File: src/verilog/rv_defs.svh
`ifndef RV_DEFS_SVH
`define RV_DEFS_SVH

// datapath widths
`define RV_XLEN        32
`define RV_REG_COUNT   32
`define RV_REG_ADDR_W  5

// first fetch after reset
`define RV_RESET_PC    32'h8000_0000

`define RV_NOP         32'h0000_0013  // addi x0, x0, 0

// major opcodes, inst[6:0]
`define RV_OP_REG      7'b0110011
`define RV_OP_IMM      7'b0010011
`define RV_OP_LUI      7'b0110111
`define RV_OP_AUIPC    7'b0010111
`define RV_OP_JAL      7'b1101111
`define RV_OP_JALR     7'b1100111
`define RV_OP_BRANCH   7'b1100011
`define RV_OP_LOAD     7'b0000011
`define RV_OP_STORE    7'b0100011

`endif

File: src/verilog/rv_pkg.sv
`default_nettype none

`include "rv_defs.svh"

package rv_pkg;

    typedef logic [`RV_XLEN-1:0]       word_t;
    typedef logic [`RV_REG_ADDR_W-1:0] reg_addr_t;

    // immediate layout per instruction format
    typedef enum logic [2:0] {
        FMT_R, FMT_I, FMT_S, FMT_B, FMT_U, FMT_J
    } inst_fmt_t;

    typedef enum logic [3:0] {
        ALU_ADD, ALU_SUB, ALU_SLL, ALU_SLT, ALU_SLTU,
        ALU_XOR, ALU_SRL, ALU_SRA, ALU_OR, ALU_AND
    } alu_op_t;

    typedef enum logic [1:0] {
        A_REG, A_PC, A_ZERO
    } alu_a_sel_t;

    // register write-back source
    typedef enum logic [1:0] {
        WB_ALU, WB_LOAD, WB_LINK
    } wb_sel_t;

    typedef enum logic [1:0] {
        PC_SEQ, PC_JUMP, PC_JALR, PC_BRANCH
    } pc_sel_t;

endpackage

`default_nettype wire

File: src/verilog/rv_control.sv
`default_nettype none

`include "rv_defs.svh"

module rv_control (
    input  logic               reset,
    input  logic [6:0]         opcode,
    input  logic [2:0]         funct3,
    input  logic [6:0]         funct7,
    output rv_pkg::inst_fmt_t  fmt,
    output rv_pkg::alu_op_t    alu_op,
    output rv_pkg::alu_a_sel_t alu_a_sel,
    output logic               alu_b_imm,
    output rv_pkg::wb_sel_t    wb_sel,
    output rv_pkg::pc_sel_t    pc_sel,
    output logic               reg_we,
    output logic               dmem_we
);
    logic reg_write;
    logic mem_write;
    logic is_alu_op;   // reg or imm arithmetic

    always_comb begin
        fmt       = rv_pkg::FMT_R;
        alu_a_sel = rv_pkg::A_REG;
        alu_b_imm = 1'b0;
        wb_sel    = rv_pkg::WB_ALU;
        pc_sel    = rv_pkg::PC_SEQ;
        reg_write = 1'b0;
        mem_write = 1'b0;
        is_alu_op = 1'b0;
        case (opcode)
            `RV_OP_REG: begin
                reg_write = 1'b1;
                is_alu_op = 1'b1;
            end
            `RV_OP_IMM: begin
                fmt       = rv_pkg::FMT_I;
                alu_b_imm = 1'b1;
                reg_write = 1'b1;
                is_alu_op = 1'b1;
            end
            `RV_OP_LUI: begin
                fmt       = rv_pkg::FMT_U;
                alu_a_sel = rv_pkg::A_ZERO;
                alu_b_imm = 1'b1;
                reg_write = 1'b1;
            end
            `RV_OP_AUIPC: begin
                fmt       = rv_pkg::FMT_U;
                alu_a_sel = rv_pkg::A_PC;
                alu_b_imm = 1'b1;
                reg_write = 1'b1;
            end
            `RV_OP_JAL: begin
                fmt       = rv_pkg::FMT_J;
                alu_a_sel = rv_pkg::A_PC;
                alu_b_imm = 1'b1;
                wb_sel    = rv_pkg::WB_LINK;
                pc_sel    = rv_pkg::PC_JUMP;
                reg_write = 1'b1;
            end
            `RV_OP_JALR: begin
                fmt       = rv_pkg::FMT_I;
                alu_b_imm = 1'b1;
                wb_sel    = rv_pkg::WB_LINK;
                pc_sel    = rv_pkg::PC_JALR;
                reg_write = 1'b1;
            end
            `RV_OP_BRANCH: begin
                // alu forms pc + offset, pc unit decides
                fmt       = rv_pkg::FMT_B;
                alu_a_sel = rv_pkg::A_PC;
                alu_b_imm = 1'b1;
                pc_sel    = rv_pkg::PC_BRANCH;
            end
            `RV_OP_LOAD: begin
                fmt       = rv_pkg::FMT_I;
                alu_b_imm = 1'b1;
                wb_sel    = rv_pkg::WB_LOAD;
                reg_write = 1'b1;
            end
            `RV_OP_STORE: begin
                fmt       = rv_pkg::FMT_S;
                alu_b_imm = 1'b1;
                mem_write = 1'b1;
            end
            default: ;  // executes as nop
        endcase
    end

    always_comb begin
        alu_op = rv_pkg::ALU_ADD;
        if (is_alu_op) begin
            case (funct3)
                3'b000: begin
                    // sub only exists in register form
                    if (opcode == `RV_OP_REG && funct7 == 7'b0100000)
                        alu_op = rv_pkg::ALU_SUB;
                end
                3'b001: alu_op = rv_pkg::ALU_SLL;
                3'b010: alu_op = rv_pkg::ALU_SLT;
                3'b011: alu_op = rv_pkg::ALU_SLTU;
                3'b100: alu_op = rv_pkg::ALU_XOR;
                3'b101: alu_op = funct7[5] ? rv_pkg::ALU_SRA : rv_pkg::ALU_SRL;
                3'b110: alu_op = rv_pkg::ALU_OR;
                default: alu_op = rv_pkg::ALU_AND;
            endcase
        end
    end

    assign reg_we  = reg_write & ~reset;
    assign dmem_we = mem_write & ~reset;

endmodule

`default_nettype wire

File: src/verilog/rv_imm_gen.sv
`default_nettype none

`include "rv_defs.svh"

module rv_imm_gen (
    input  rv_pkg::word_t     inst,
    input  rv_pkg::inst_fmt_t fmt,
    output rv_pkg::word_t     imm
);
    logic sign;

    assign sign = inst[`RV_XLEN-1];

    always_comb begin
        case (fmt)
            rv_pkg::FMT_I: imm = {{20{sign}}, inst[31:20]};
            rv_pkg::FMT_S: imm = {{20{sign}}, inst[31:25], inst[11:7]};
            rv_pkg::FMT_B: begin
                // offset in units of 2 bytes
                imm = {{20{sign}}, inst[7], inst[30:25], inst[11:8], 1'b0};
            end
            rv_pkg::FMT_U: imm = {inst[31:12], 12'h000};
            rv_pkg::FMT_J: begin
                imm = {{12{sign}}, inst[19:12], inst[20], inst[30:21], 1'b0};
            end
            default: imm = '0;  // r-type has none
        endcase
    end

endmodule

`default_nettype wire

File: src/verilog/rv_regfile.sv
`default_nettype none

`include "rv_defs.svh"

module rv_regfile (
    input  logic              clk,
    input  logic              we,
    input  rv_pkg::reg_addr_t waddr,
    input  rv_pkg::word_t     wdata,
    input  rv_pkg::reg_addr_t raddr1,
    input  rv_pkg::reg_addr_t raddr2,
    output rv_pkg::word_t     rdata1,
    output rv_pkg::word_t     rdata2
);
    rv_pkg::word_t regs [`RV_REG_COUNT];

    always_ff @(posedge clk) begin
        if (we && waddr != '0) begin  // x0 stays zero
            regs[waddr] <= wdata;
        end
    end

    // combinational read ports
    assign rdata1 = (raddr1 == '0) ? '0 : regs[raddr1];
    assign rdata2 = (raddr2 == '0) ? '0 : regs[raddr2];

endmodule

`default_nettype wire

File: src/verilog/rv_alu.sv
`default_nettype none

`include "rv_defs.svh"

module rv_alu (
    input  rv_pkg::alu_op_t    alu_op,
    input  rv_pkg::alu_a_sel_t alu_a_sel,
    input  logic               alu_b_imm,
    input  rv_pkg::word_t      rs1_data,
    input  rv_pkg::word_t      rs2_data,
    input  rv_pkg::word_t      imm,
    input  rv_pkg::word_t      pc,
    output rv_pkg::word_t      result
);
    rv_pkg::word_t a;
    rv_pkg::word_t b;
    logic [4:0]    shamt;

    always_comb begin
        case (alu_a_sel)
            rv_pkg::A_PC:   a = pc;
            rv_pkg::A_ZERO: a = '0;  // lui
            default:        a = rs1_data;
        endcase
    end

    assign b     = alu_b_imm ? imm : rs2_data;
    assign shamt = b[4:0];

    always_comb begin
        case (alu_op)
            rv_pkg::ALU_ADD:  result = a + b;
            rv_pkg::ALU_SUB:  result = a - b;
            rv_pkg::ALU_SLL:  result = a << shamt;
            rv_pkg::ALU_SLT:  result = {{(`RV_XLEN-1){1'b0}}, $signed(a) < $signed(b)};
            rv_pkg::ALU_SLTU: result = {{(`RV_XLEN-1){1'b0}}, a < b};
            rv_pkg::ALU_XOR:  result = a ^ b;
            rv_pkg::ALU_SRL:  result = a >> shamt;
            rv_pkg::ALU_SRA:  result = $signed(a) >>> shamt;
            rv_pkg::ALU_OR:   result = a | b;
            rv_pkg::ALU_AND:  result = a & b;
            default:          result = '0;
        endcase
    end

endmodule

`default_nettype wire

File: src/verilog/rv_pc_unit.sv
`default_nettype none

`include "rv_defs.svh"

module rv_pc_unit (
    input  logic            clk,
    input  logic            reset,
    input  rv_pkg::pc_sel_t pc_sel,
    input  logic [2:0]      funct3,
    input  rv_pkg::word_t   rs1_data,
    input  rv_pkg::word_t   rs2_data,
    input  rv_pkg::word_t   target,
    output rv_pkg::word_t   pc,
    output rv_pkg::word_t   pc_plus4
);
    rv_pkg::word_t next_pc;
    logic          taken;

    assign pc_plus4 = pc + 32'd4;

    always_comb begin
        case (funct3)
            3'b000: taken = (rs1_data == rs2_data);
            3'b001: taken = (rs1_data != rs2_data);
            3'b100: taken = ($signed(rs1_data) <  $signed(rs2_data));
            3'b101: taken = ($signed(rs1_data) >= $signed(rs2_data));
            3'b110: taken = (rs1_data <  rs2_data);
            3'b111: taken = (rs1_data >= rs2_data);
            default: taken = 1'b0;
        endcase
    end

    always_comb begin
        case (pc_sel)
            rv_pkg::PC_JUMP:   next_pc = target;
            rv_pkg::PC_JALR:   next_pc = {target[`RV_XLEN-1:1], 1'b0};
            rv_pkg::PC_BRANCH: next_pc = taken ? target : pc_plus4;
            default:           next_pc = pc_plus4;
        endcase
    end

    always_ff @(posedge clk) begin
        if (reset) pc <= `RV_RESET_PC;
        else       pc <= next_pc;
    end

endmodule

`default_nettype wire

File: src/verilog/rv_core.sv
`default_nettype none

`include "rv_defs.svh"

module rv_core (
    input  logic          clk,
    input  logic          reset,
    output rv_pkg::word_t imem_addr,
    input  rv_pkg::word_t imem_data,
    output rv_pkg::word_t dmem_addr,
    output rv_pkg::word_t dmem_wdata,
    output logic          dmem_we,
    input  rv_pkg::word_t dmem_rdata
);
    logic [6:0]         opcode;
    logic [2:0]         funct3;
    logic [6:0]         funct7;
    rv_pkg::reg_addr_t  rd;
    rv_pkg::reg_addr_t  rs1;
    rv_pkg::reg_addr_t  rs2;

    rv_pkg::inst_fmt_t  fmt;
    rv_pkg::alu_op_t    alu_op;
    rv_pkg::alu_a_sel_t alu_a_sel;
    logic               alu_b_imm;
    rv_pkg::wb_sel_t    wb_sel;
    rv_pkg::pc_sel_t    pc_sel;
    logic               reg_we;

    rv_pkg::word_t      imm;
    rv_pkg::word_t      rs1_data;
    rv_pkg::word_t      rs2_data;
    rv_pkg::word_t      alu_result;
    rv_pkg::word_t      pc;
    rv_pkg::word_t      pc_plus4;
    rv_pkg::word_t      wb_data;

    // instruction fields
    assign opcode = imem_data[6:0];
    assign rd     = imem_data[11:7];
    assign funct3 = imem_data[14:12];
    assign rs1    = imem_data[19:15];
    assign rs2    = imem_data[24:20];
    assign funct7 = imem_data[31:25];

    rv_control control_i (
        .reset(reset), .opcode(opcode), .funct3(funct3), .funct7(funct7),
        .fmt(fmt), .alu_op(alu_op), .alu_a_sel(alu_a_sel), .alu_b_imm(alu_b_imm),
        .wb_sel(wb_sel), .pc_sel(pc_sel), .reg_we(reg_we), .dmem_we(dmem_we)
    );

    rv_imm_gen imm_gen_i (.inst(imem_data), .fmt(fmt), .imm(imm));

    rv_regfile regfile_i (
        .clk(clk), .we(reg_we), .waddr(rd), .wdata(wb_data),
        .raddr1(rs1), .raddr2(rs2), .rdata1(rs1_data), .rdata2(rs2_data)
    );

    rv_alu alu_i (
        .alu_op(alu_op), .alu_a_sel(alu_a_sel), .alu_b_imm(alu_b_imm),
        .rs1_data(rs1_data), .rs2_data(rs2_data), .imm(imm), .pc(pc),
        .result(alu_result)
    );

    rv_pc_unit pc_unit_i (
        .clk(clk), .reset(reset), .pc_sel(pc_sel), .funct3(funct3),
        .rs1_data(rs1_data), .rs2_data(rs2_data), .target(alu_result),
        .pc(pc), .pc_plus4(pc_plus4)
    );

    // write-back select
    always_comb begin
        case (wb_sel)
            rv_pkg::WB_LOAD: wb_data = dmem_rdata;
            rv_pkg::WB_LINK: wb_data = pc_plus4;  // jal / jalr return address
            default:         wb_data = alu_result;
        endcase
    end

    assign imem_addr  = pc;
    assign dmem_addr  = alu_result;
    assign dmem_wdata = rs2_data;

endmodule

`default_nettype wire

File: config.mk
export PLATFORM = sky130hd
export DESIGN_NAME = rv_core
export DESIGN_NICKNAME = d
export VERILOG_FILES = /design/src/verilog/rv_pkg.sv /design/src/verilog/rv_control.sv /design/src/verilog/rv_imm_gen.sv /design/src/verilog/rv_regfile.sv /design/src/verilog/rv_alu.sv /design/src/verilog/rv_pc_unit.sv /design/src/verilog/rv_core.sv
export VERILOG_INCLUDE_DIRS = /design/src /design/src/verilog
export SDC_FILE = /design/constraint.sdc
export NUM_CORES = 2
export LEC_CHECK = 0
export BUFFER_PORTS_ARGS = -buffer_cell sky130_fd_sc_hd__buf_2
export CORE_MARGIN = 3
export CORE_UTILIZATION = 60
export DETAILED_ROUTE_END_ITERATION = 6
export PLACE_DENSITY = 0.87
export SLEW_MARGIN = 5
export SYNTH_ARGS = -nofsm -noshare
export SYNTH_HDL_FRONTEND = slang
export SYNTH_SLANG_ARGS = --single-unit
File: constraint.sdc
create_clock -name clk -period 18.9 [get_ports clk]
set_clock_uncertainty 0.2 [all_clocks]
set_input_delay 5.67 -clock clk [delete_from_list [all_inputs] [get_ports clk]]
set_output_delay 5.67 -clock clk [all_outputs]
set_load 0.1 [all_outputs]
==> Word level (Yosys, flattened, before mapping) <==
Memory sizes are Yosys's and may differ from the RTL's.
Cells that the tools add are included.
{ "op_classes": {"addsub": 3, "mul": 0, "n_div": 0, "magnitude_cmp": 6, "n_eq_ne": 40, "n_shift": 3, "n_mux": 24, "bitwise": 6, "n_reduce_logical": 14} }
{ "op_table": {"columns": ["operator", "n"], "rows": [
  ["$pmux W32 S10", 1],
  ["$pmux W32 S5", 1],
  ["$lt A32 B32 Y1", 4],
  ["$mux W32", 4],
  ["$pmux W32 S2", 2],
  ["$pmux W32 S3", 1],
  ["$ge A32 B32 Y1", 2],
  ["$add A32 B3 Y32 const B", 1],
  ["$add A32 B32 Y32", 1],
  ["$and A32 B32 Y32", 1],
  ["$eq A32 B32 Y1", 1],
  ["$ne A32 B32 Y1", 1],
  ["$or A32 B32 Y32", 1],
  ["$shl A32 B5 Y32", 1],
  ["$shr A32 B5 Y32", 1],
  ["$sshr A32 B5 Y32", 1],
  ["$sub A32 B32 Y32", 1],
  ["$xor A32 B32 Y32", 1],
  ["$eq A7 B6 Y1 const B", 4],
  ["$pmux W4 S7", 1],
  ["$eq A7 B7 Y1 const B", 3],
  ["$eq A3 B3 Y1 const B", 6],
  ["$eq A4 B3 Y1 const B", 4],
  ["$pmux W3 S5", 1],
  ["25 further kinds", 51]
]} }
{ "totals": {"register_bits": 32, "latch_bits": 0, "ramBits": 1024, "rom_bits": 0, "inputBits": 66, "elab_cells": 98, "mem_count": 1} }
{ "memory_table": {"columns": ["name", "depth", "word_bits", "read_ports", "rd_ports_with_merged_regs", "write_ports", "line_no", "rtl"], "rows": [
  ["regfile_i.regs", 32, 32, 2, 0, 1, "rv_regfile.sv:15", "rv_pkg::word_t regs [`RV_REG_COUNT];"]
]} }

==> Longest topological paths before layout <==
{ "depth": {"ltp_word": 10, "ltp_mapped": 31} }

==> Hierarchy <==
A second synthesis with hierarchy kept.
{ "unflattened": {"cells_unflattened": 4642, "hier_area_um2": 62258.5} }
{ "by_module_without_submodules": {"columns": ["mod", "instances", "cells_each", "area_each_um2", "seq_area_each_um2"], "rows": [
  ["rv_regfile", 1, 2564, 47929.7, 30749.5],
  ["rv_alu", 1, 1451, 9790.6, 0.0],
  ["rv_pc_unit", 1, 394, 3205.6, 640.6],
  ["rv_core", 1, 113, 636.9, 0.0],
  ["rv_imm_gen", 1, 66, 390.4, 0.0],
  ["rv_control", 1, 54, 305.3, 0.0]
]} }

==> Worst setup path after synthesis <==
Ideal clock, no wire load.
{ "synth_timing": {"path_type": "input to output", "from": "input port imem_data[21]", "to": "output port dmem_addr[29]", "arrival_time_ns": 13.311, "setup_slack_ns": -0.281, "cell_stages": 25, "path_cell_list": "buf_2 buf_2 buf_1 clkbuf_1 clkbuf_1 clkbuf_1 mux4_2 mux4_2 nand2_1 a21oi_1 inv_1 o21ai_0 ha_1 clkbuf_1 o21a_1 o21ai_0 a31oi_1 a221oi_1 nor4_1 o32ai_1 o21a_1 o21ai_0 xor2_1 a22oi_1 nand4_1"} }
{ "synth_via": {"elab_chain_len": 5} }
{ "synth_lines": {"columns": ["item", "line_no", "rtl"], "rows": [
  ["start: declaration", "rv_core.sv:9", "input rv_pkg::word_t imem_data,"],
  ["$mem_v2 Z32 W32 / $logic_not A5 Y1 (equally long branches)", null, null],
  ["$mux W32 *", "rv_regfile.sv:25", "assign rdata2 = (raddr2 == '0) ? '0 : regs[raddr2];"],
  ["named net dmem_wdata[5]", "rv_core.sv:11", "output rv_pkg::word_t dmem_wdata,"],
  ["$mux W32 *", "rv_alu.sv:27", "assign b = alu_b_imm ? imm : rs2_data;"],
  ["$sub A32 B32 Y32 / $add A32 B32 Y32 (equally long branches)", "rv_alu.sv:33, rv_alu.sv:32", null],
  ["$pmux W32 S10 *", "rv_alu.sv:31", "case (alu_op)"],
  ["end: declaration", "rv_core.sv:10", "output rv_pkg::word_t dmem_addr,"]
]} }
The timed path passes the listed nets; every way through them passes the cells marked *.

==> Worst setup path after layout <==
{ "layout_timing": {"from": "input port imem_data[15]", "to": "output port dmem_addr[15]"} }
{ "layout_via": {"elab_chain_len": 5} }
{ "layout_lines": {"columns": ["item", "line_no", "rtl"], "rows": [
  ["$mem_v2 Z32 W32 / $logic_not A5 Y1 (equally long branches)", null, null],
  ["$mux W32", "rv_regfile.sv:24", "assign rdata1 = (raddr1 == '0) ? '0 : regs[raddr1];"],
  ["$pmux W32 S2", "rv_alu.sv:20", "case (alu_a_sel)"],
  ["$sub A32 B32 Y32 (tied with other cells)", "rv_alu.sv:33", "rv_pkg::ALU_SUB: result = a - b;"],
  ["$pmux W32 S10 *", "rv_alu.sv:31", null]
]} }
Every way passes the cells marked *; elsewhere a longest branch is shown, timed or not.

==> results_dict.tcl <==
set metrics [dict create \
    status "finished with violations" \
    failed_checks "max-capacitance violations, max-slew violations" \
    cp-startpoint "imem_data[15]" \
    dp_hpwl_mm 171.2 \
    drv_cap 1 \
    synth_top_area_frac 0.5016 \
    num_io_pins 163 \
    grt_pass1_wl_mm 362.3 \
    cts_max_level 3 \
    avgSynthCellArea_um2 13.64 \
    port_buffers 162 \
    async_reset_ff_frac 0 \
    final-seq-area_um2 31390 \
    leakagePower_nw 24.49 \
    min_path_cells 2 \
    grt_max_degree 86 \
    rrSetupSlack_ps 10940 \
    critPathLaunchType "input port" \
    crit_chain "buf_6, buf_12, buf_12, mux4_2, a22o_1, a211oi_1, nor4_2, a22oi_2, mux2i_1, mux2i_1, mux2i_1, mux2i_1, a21oi_1, nor4_1, inv_1, buf_2" \
    crit_path_frequent_cell "mux2i_1" \
    worst_pin_slew_ps 1523 \
    yosysWarningCount 0 \
    cp_max_fo 37 \
    synth_edf_count 1024 \
    worstHoldStart "pc_unit_i.pc[0]" \
    synthFlopType "edfxtp_1" \
    clock_latency_ps 740 \
    max_freq_ghz 0.05363 \
    antenna_found_initial 10 \
    cts_sinks 1056 \
    crit_buf_inv 5 \
    placed_area_um2 65120 \
    clkTransAtPathRegs_ps 60 \
    r2r_start "regfile_i.regs[27][8]" \
    utilization 0.6791 \
    crit_slowest_cell "a211oi_1" \
    yosysMostFrequentCell "edfxtp_1" \
    die_height_um 325.7 \
    synthDistinctLibCells 111 \
    synth_largest_area_cell "edfxtp_1" \
    drt_iter0_drc 8991 \
    setup_slack_ps 255.4 \
    firstDrtPassIters 7 \
    setup.worst_path.class "in2out" \
    cts_buffer_depth 3 \
    synth-seq-cells 1056 \
    route.vias.total 49710 \
    cts_buffers 101 \
    power.total_mw 7.270 \
    wl_met1_mm 83.59 \
    fin_nets 4928 \
    rsz0062_at_grt "no" \
    finalSetupViolCount 0 \
    relSlewSlack -0.02478 \
    slew_viol_final 3 \
    die_area_um2 106100 \
    period_share 0.9865 \
    fin_crit_ps 18640 \
    crit_path_end_kind "output port" \
    critPathTopFamily "multiplexers" \
    fin_tns_setup_ps 0 \
    multi_input_area_um2 28120 \
    stdcell_count 6171 \
    area_growth_syn_to_layout_pct 11.57 \
    hold_end "pc_unit_i.pc[0]" \
    drt-total-wl_mm 258.5 \
    syn_area_um2 61310 \
    peakVddDrop_mv 0.1375 \
    cts_resized 0 \
    synthTopCellsByArea "edfxtp_1 50%, mux4_2 15%, mux2i_1 8.2%" \
    initial_utilization 0.6087 \
    r2r_cells 23 \
    reg2reg_to "regfile_i.regs[13][27]" \
    drt-wirelength-per-cell_um 41.90 \
    overflow 0 \
    cts_hold_buffers 0 \
    power_density_nw_per_um2 106.3 \
    cts_tree "done" \
    clock_tree.root_cell "clkbuf_16" \
    hold_violations 0 \
    post-route-cell-area_um2 68400 \
    detail_route.vias_per_cell 8.055 \
    drc 0 \
    drive_gt1_frac 0.2394 \
    final.fill_count 6682 \
    routed.top_layer "met5" \
    ant_nets 0 \
    dp_slack_ps 886.9 \
    min_path_type "reg2reg" \
    dp.cells 5977 \
    cp.required_ps 13030 \
    dr_wl_met3_mm 40.79 \
    synth_cells 4495 \
    ys_top_cells_by_count "1,024 x edfxtp_1, 503 x mux2i_1, 396 x mux4_2, 263 x nand2_1, 261 x a21oi_1" \
    cts_setup_buffers 0 \
    fp-row-count 116 \
    grt_pass1_vias 48390 \
    worstPathArrival_ps 12770 \
    coreArea_um2 100700 \
    yosysSeqAreaShare 0.5120 \
    globalplace.congestion 1.096 \
    max_stage_delay_ps 1080 \
    met2_length_mm 109.8 \
    timing.hold.ws_ps 411.2 \
    die_w_um 325.7 \
    groute.usage.overall 0.4810 \
]
==> layer usage <==
| metal | global-route usage | vias to the layer above |
|---|---|---|
| li1 | - | 18570 |
| met1 | 0.5995 | 24010 |
| met2 | 0.6930 | 5636 |
| met3 | 0.1807 | 1488 |
| met4 | 0.3446 | 2 |
| met5 | 0 | - |
==> worst max-delay path by stage <==
stage | to | depth (start not counted)
floorplan | dmem_addr[29] | 23
global placement | dmem_addr[15] | 16
detailed placement | dmem_addr[27] | 24
CTS | dmem_addr[27] | 24
global route | dmem_addr[27] | 24
finish | dmem_addr[15] | 16
==> kinds of logic after synthesis <==
kind of cell	share of synthesized area
AO/OA/AOI/OAI	0.1200
XOR/XNOR	0.005429
adder cells (fa/ha/maj)	0.02861
buffers and inverters	0.03888
flip-flops	0.5120
multiplexers	0.2342
other	0.00006117
AND/OR/NAND/NOR	0.06074
==> power breakdown <==
part           switching, mW  internal, mW  leakage [nW]  total [mW]
combinational           1.70         0.619          13.4        2.32
sequential            0.0178          2.89          9.46        2.91
clock                  0.918          1.12          1.59        2.04
total                   2.63          4.64          24.5        7.27
==> placed cells by master (no fill, tap or decap), drive strengths merged, types with 61 or more instances in the layout <==
| cell type | Yosys | routed |
|---|---|---|
| edfxtp | 1024 | 1024 |
| mux2i | 504 | 504 |
| buf | 175 | 440 |
| mux4 | 401 | 401 |
| nand2 | 265 | 265 |
| a21oi | 261 | 261 |
| nor2 | 214 | 214 |
| a22oi | 196 | 196 |
| inv | 157 | 159 |
| ha | 137 | 137 |
| o21ai | 130 | 130 |
| clkbuf | 171 | 120 |
| nand3 | 62 | 62 |
| a211oi | 61 | 61 |
==> flip-flops by register name (all words and copies together) (netlist names) <==
register / count
regfile_i.regs: 1024
pc_unit_i.pc: 32
==> cell type report <==
cell class / instances / area share
flip-flops and latches: 1056 / 0.4589
well taps: 1357 / 0.02482
diodes: 10 / 0.0003658
clock buffers: 120 / 0.03861
clock inverters: 64 / 0.008945
inverters: 159 / 0.008853
repair buffers: 440 / 0.04844
multi-input cells: 2965 / 0.4110
==> worst min-delay path, stage by stage (launching register included) <==
cell	delay (ps)
dfxtp_1	410
nand2_1	100
a21oi_1	60
Power figures use the tool's default switching activity.
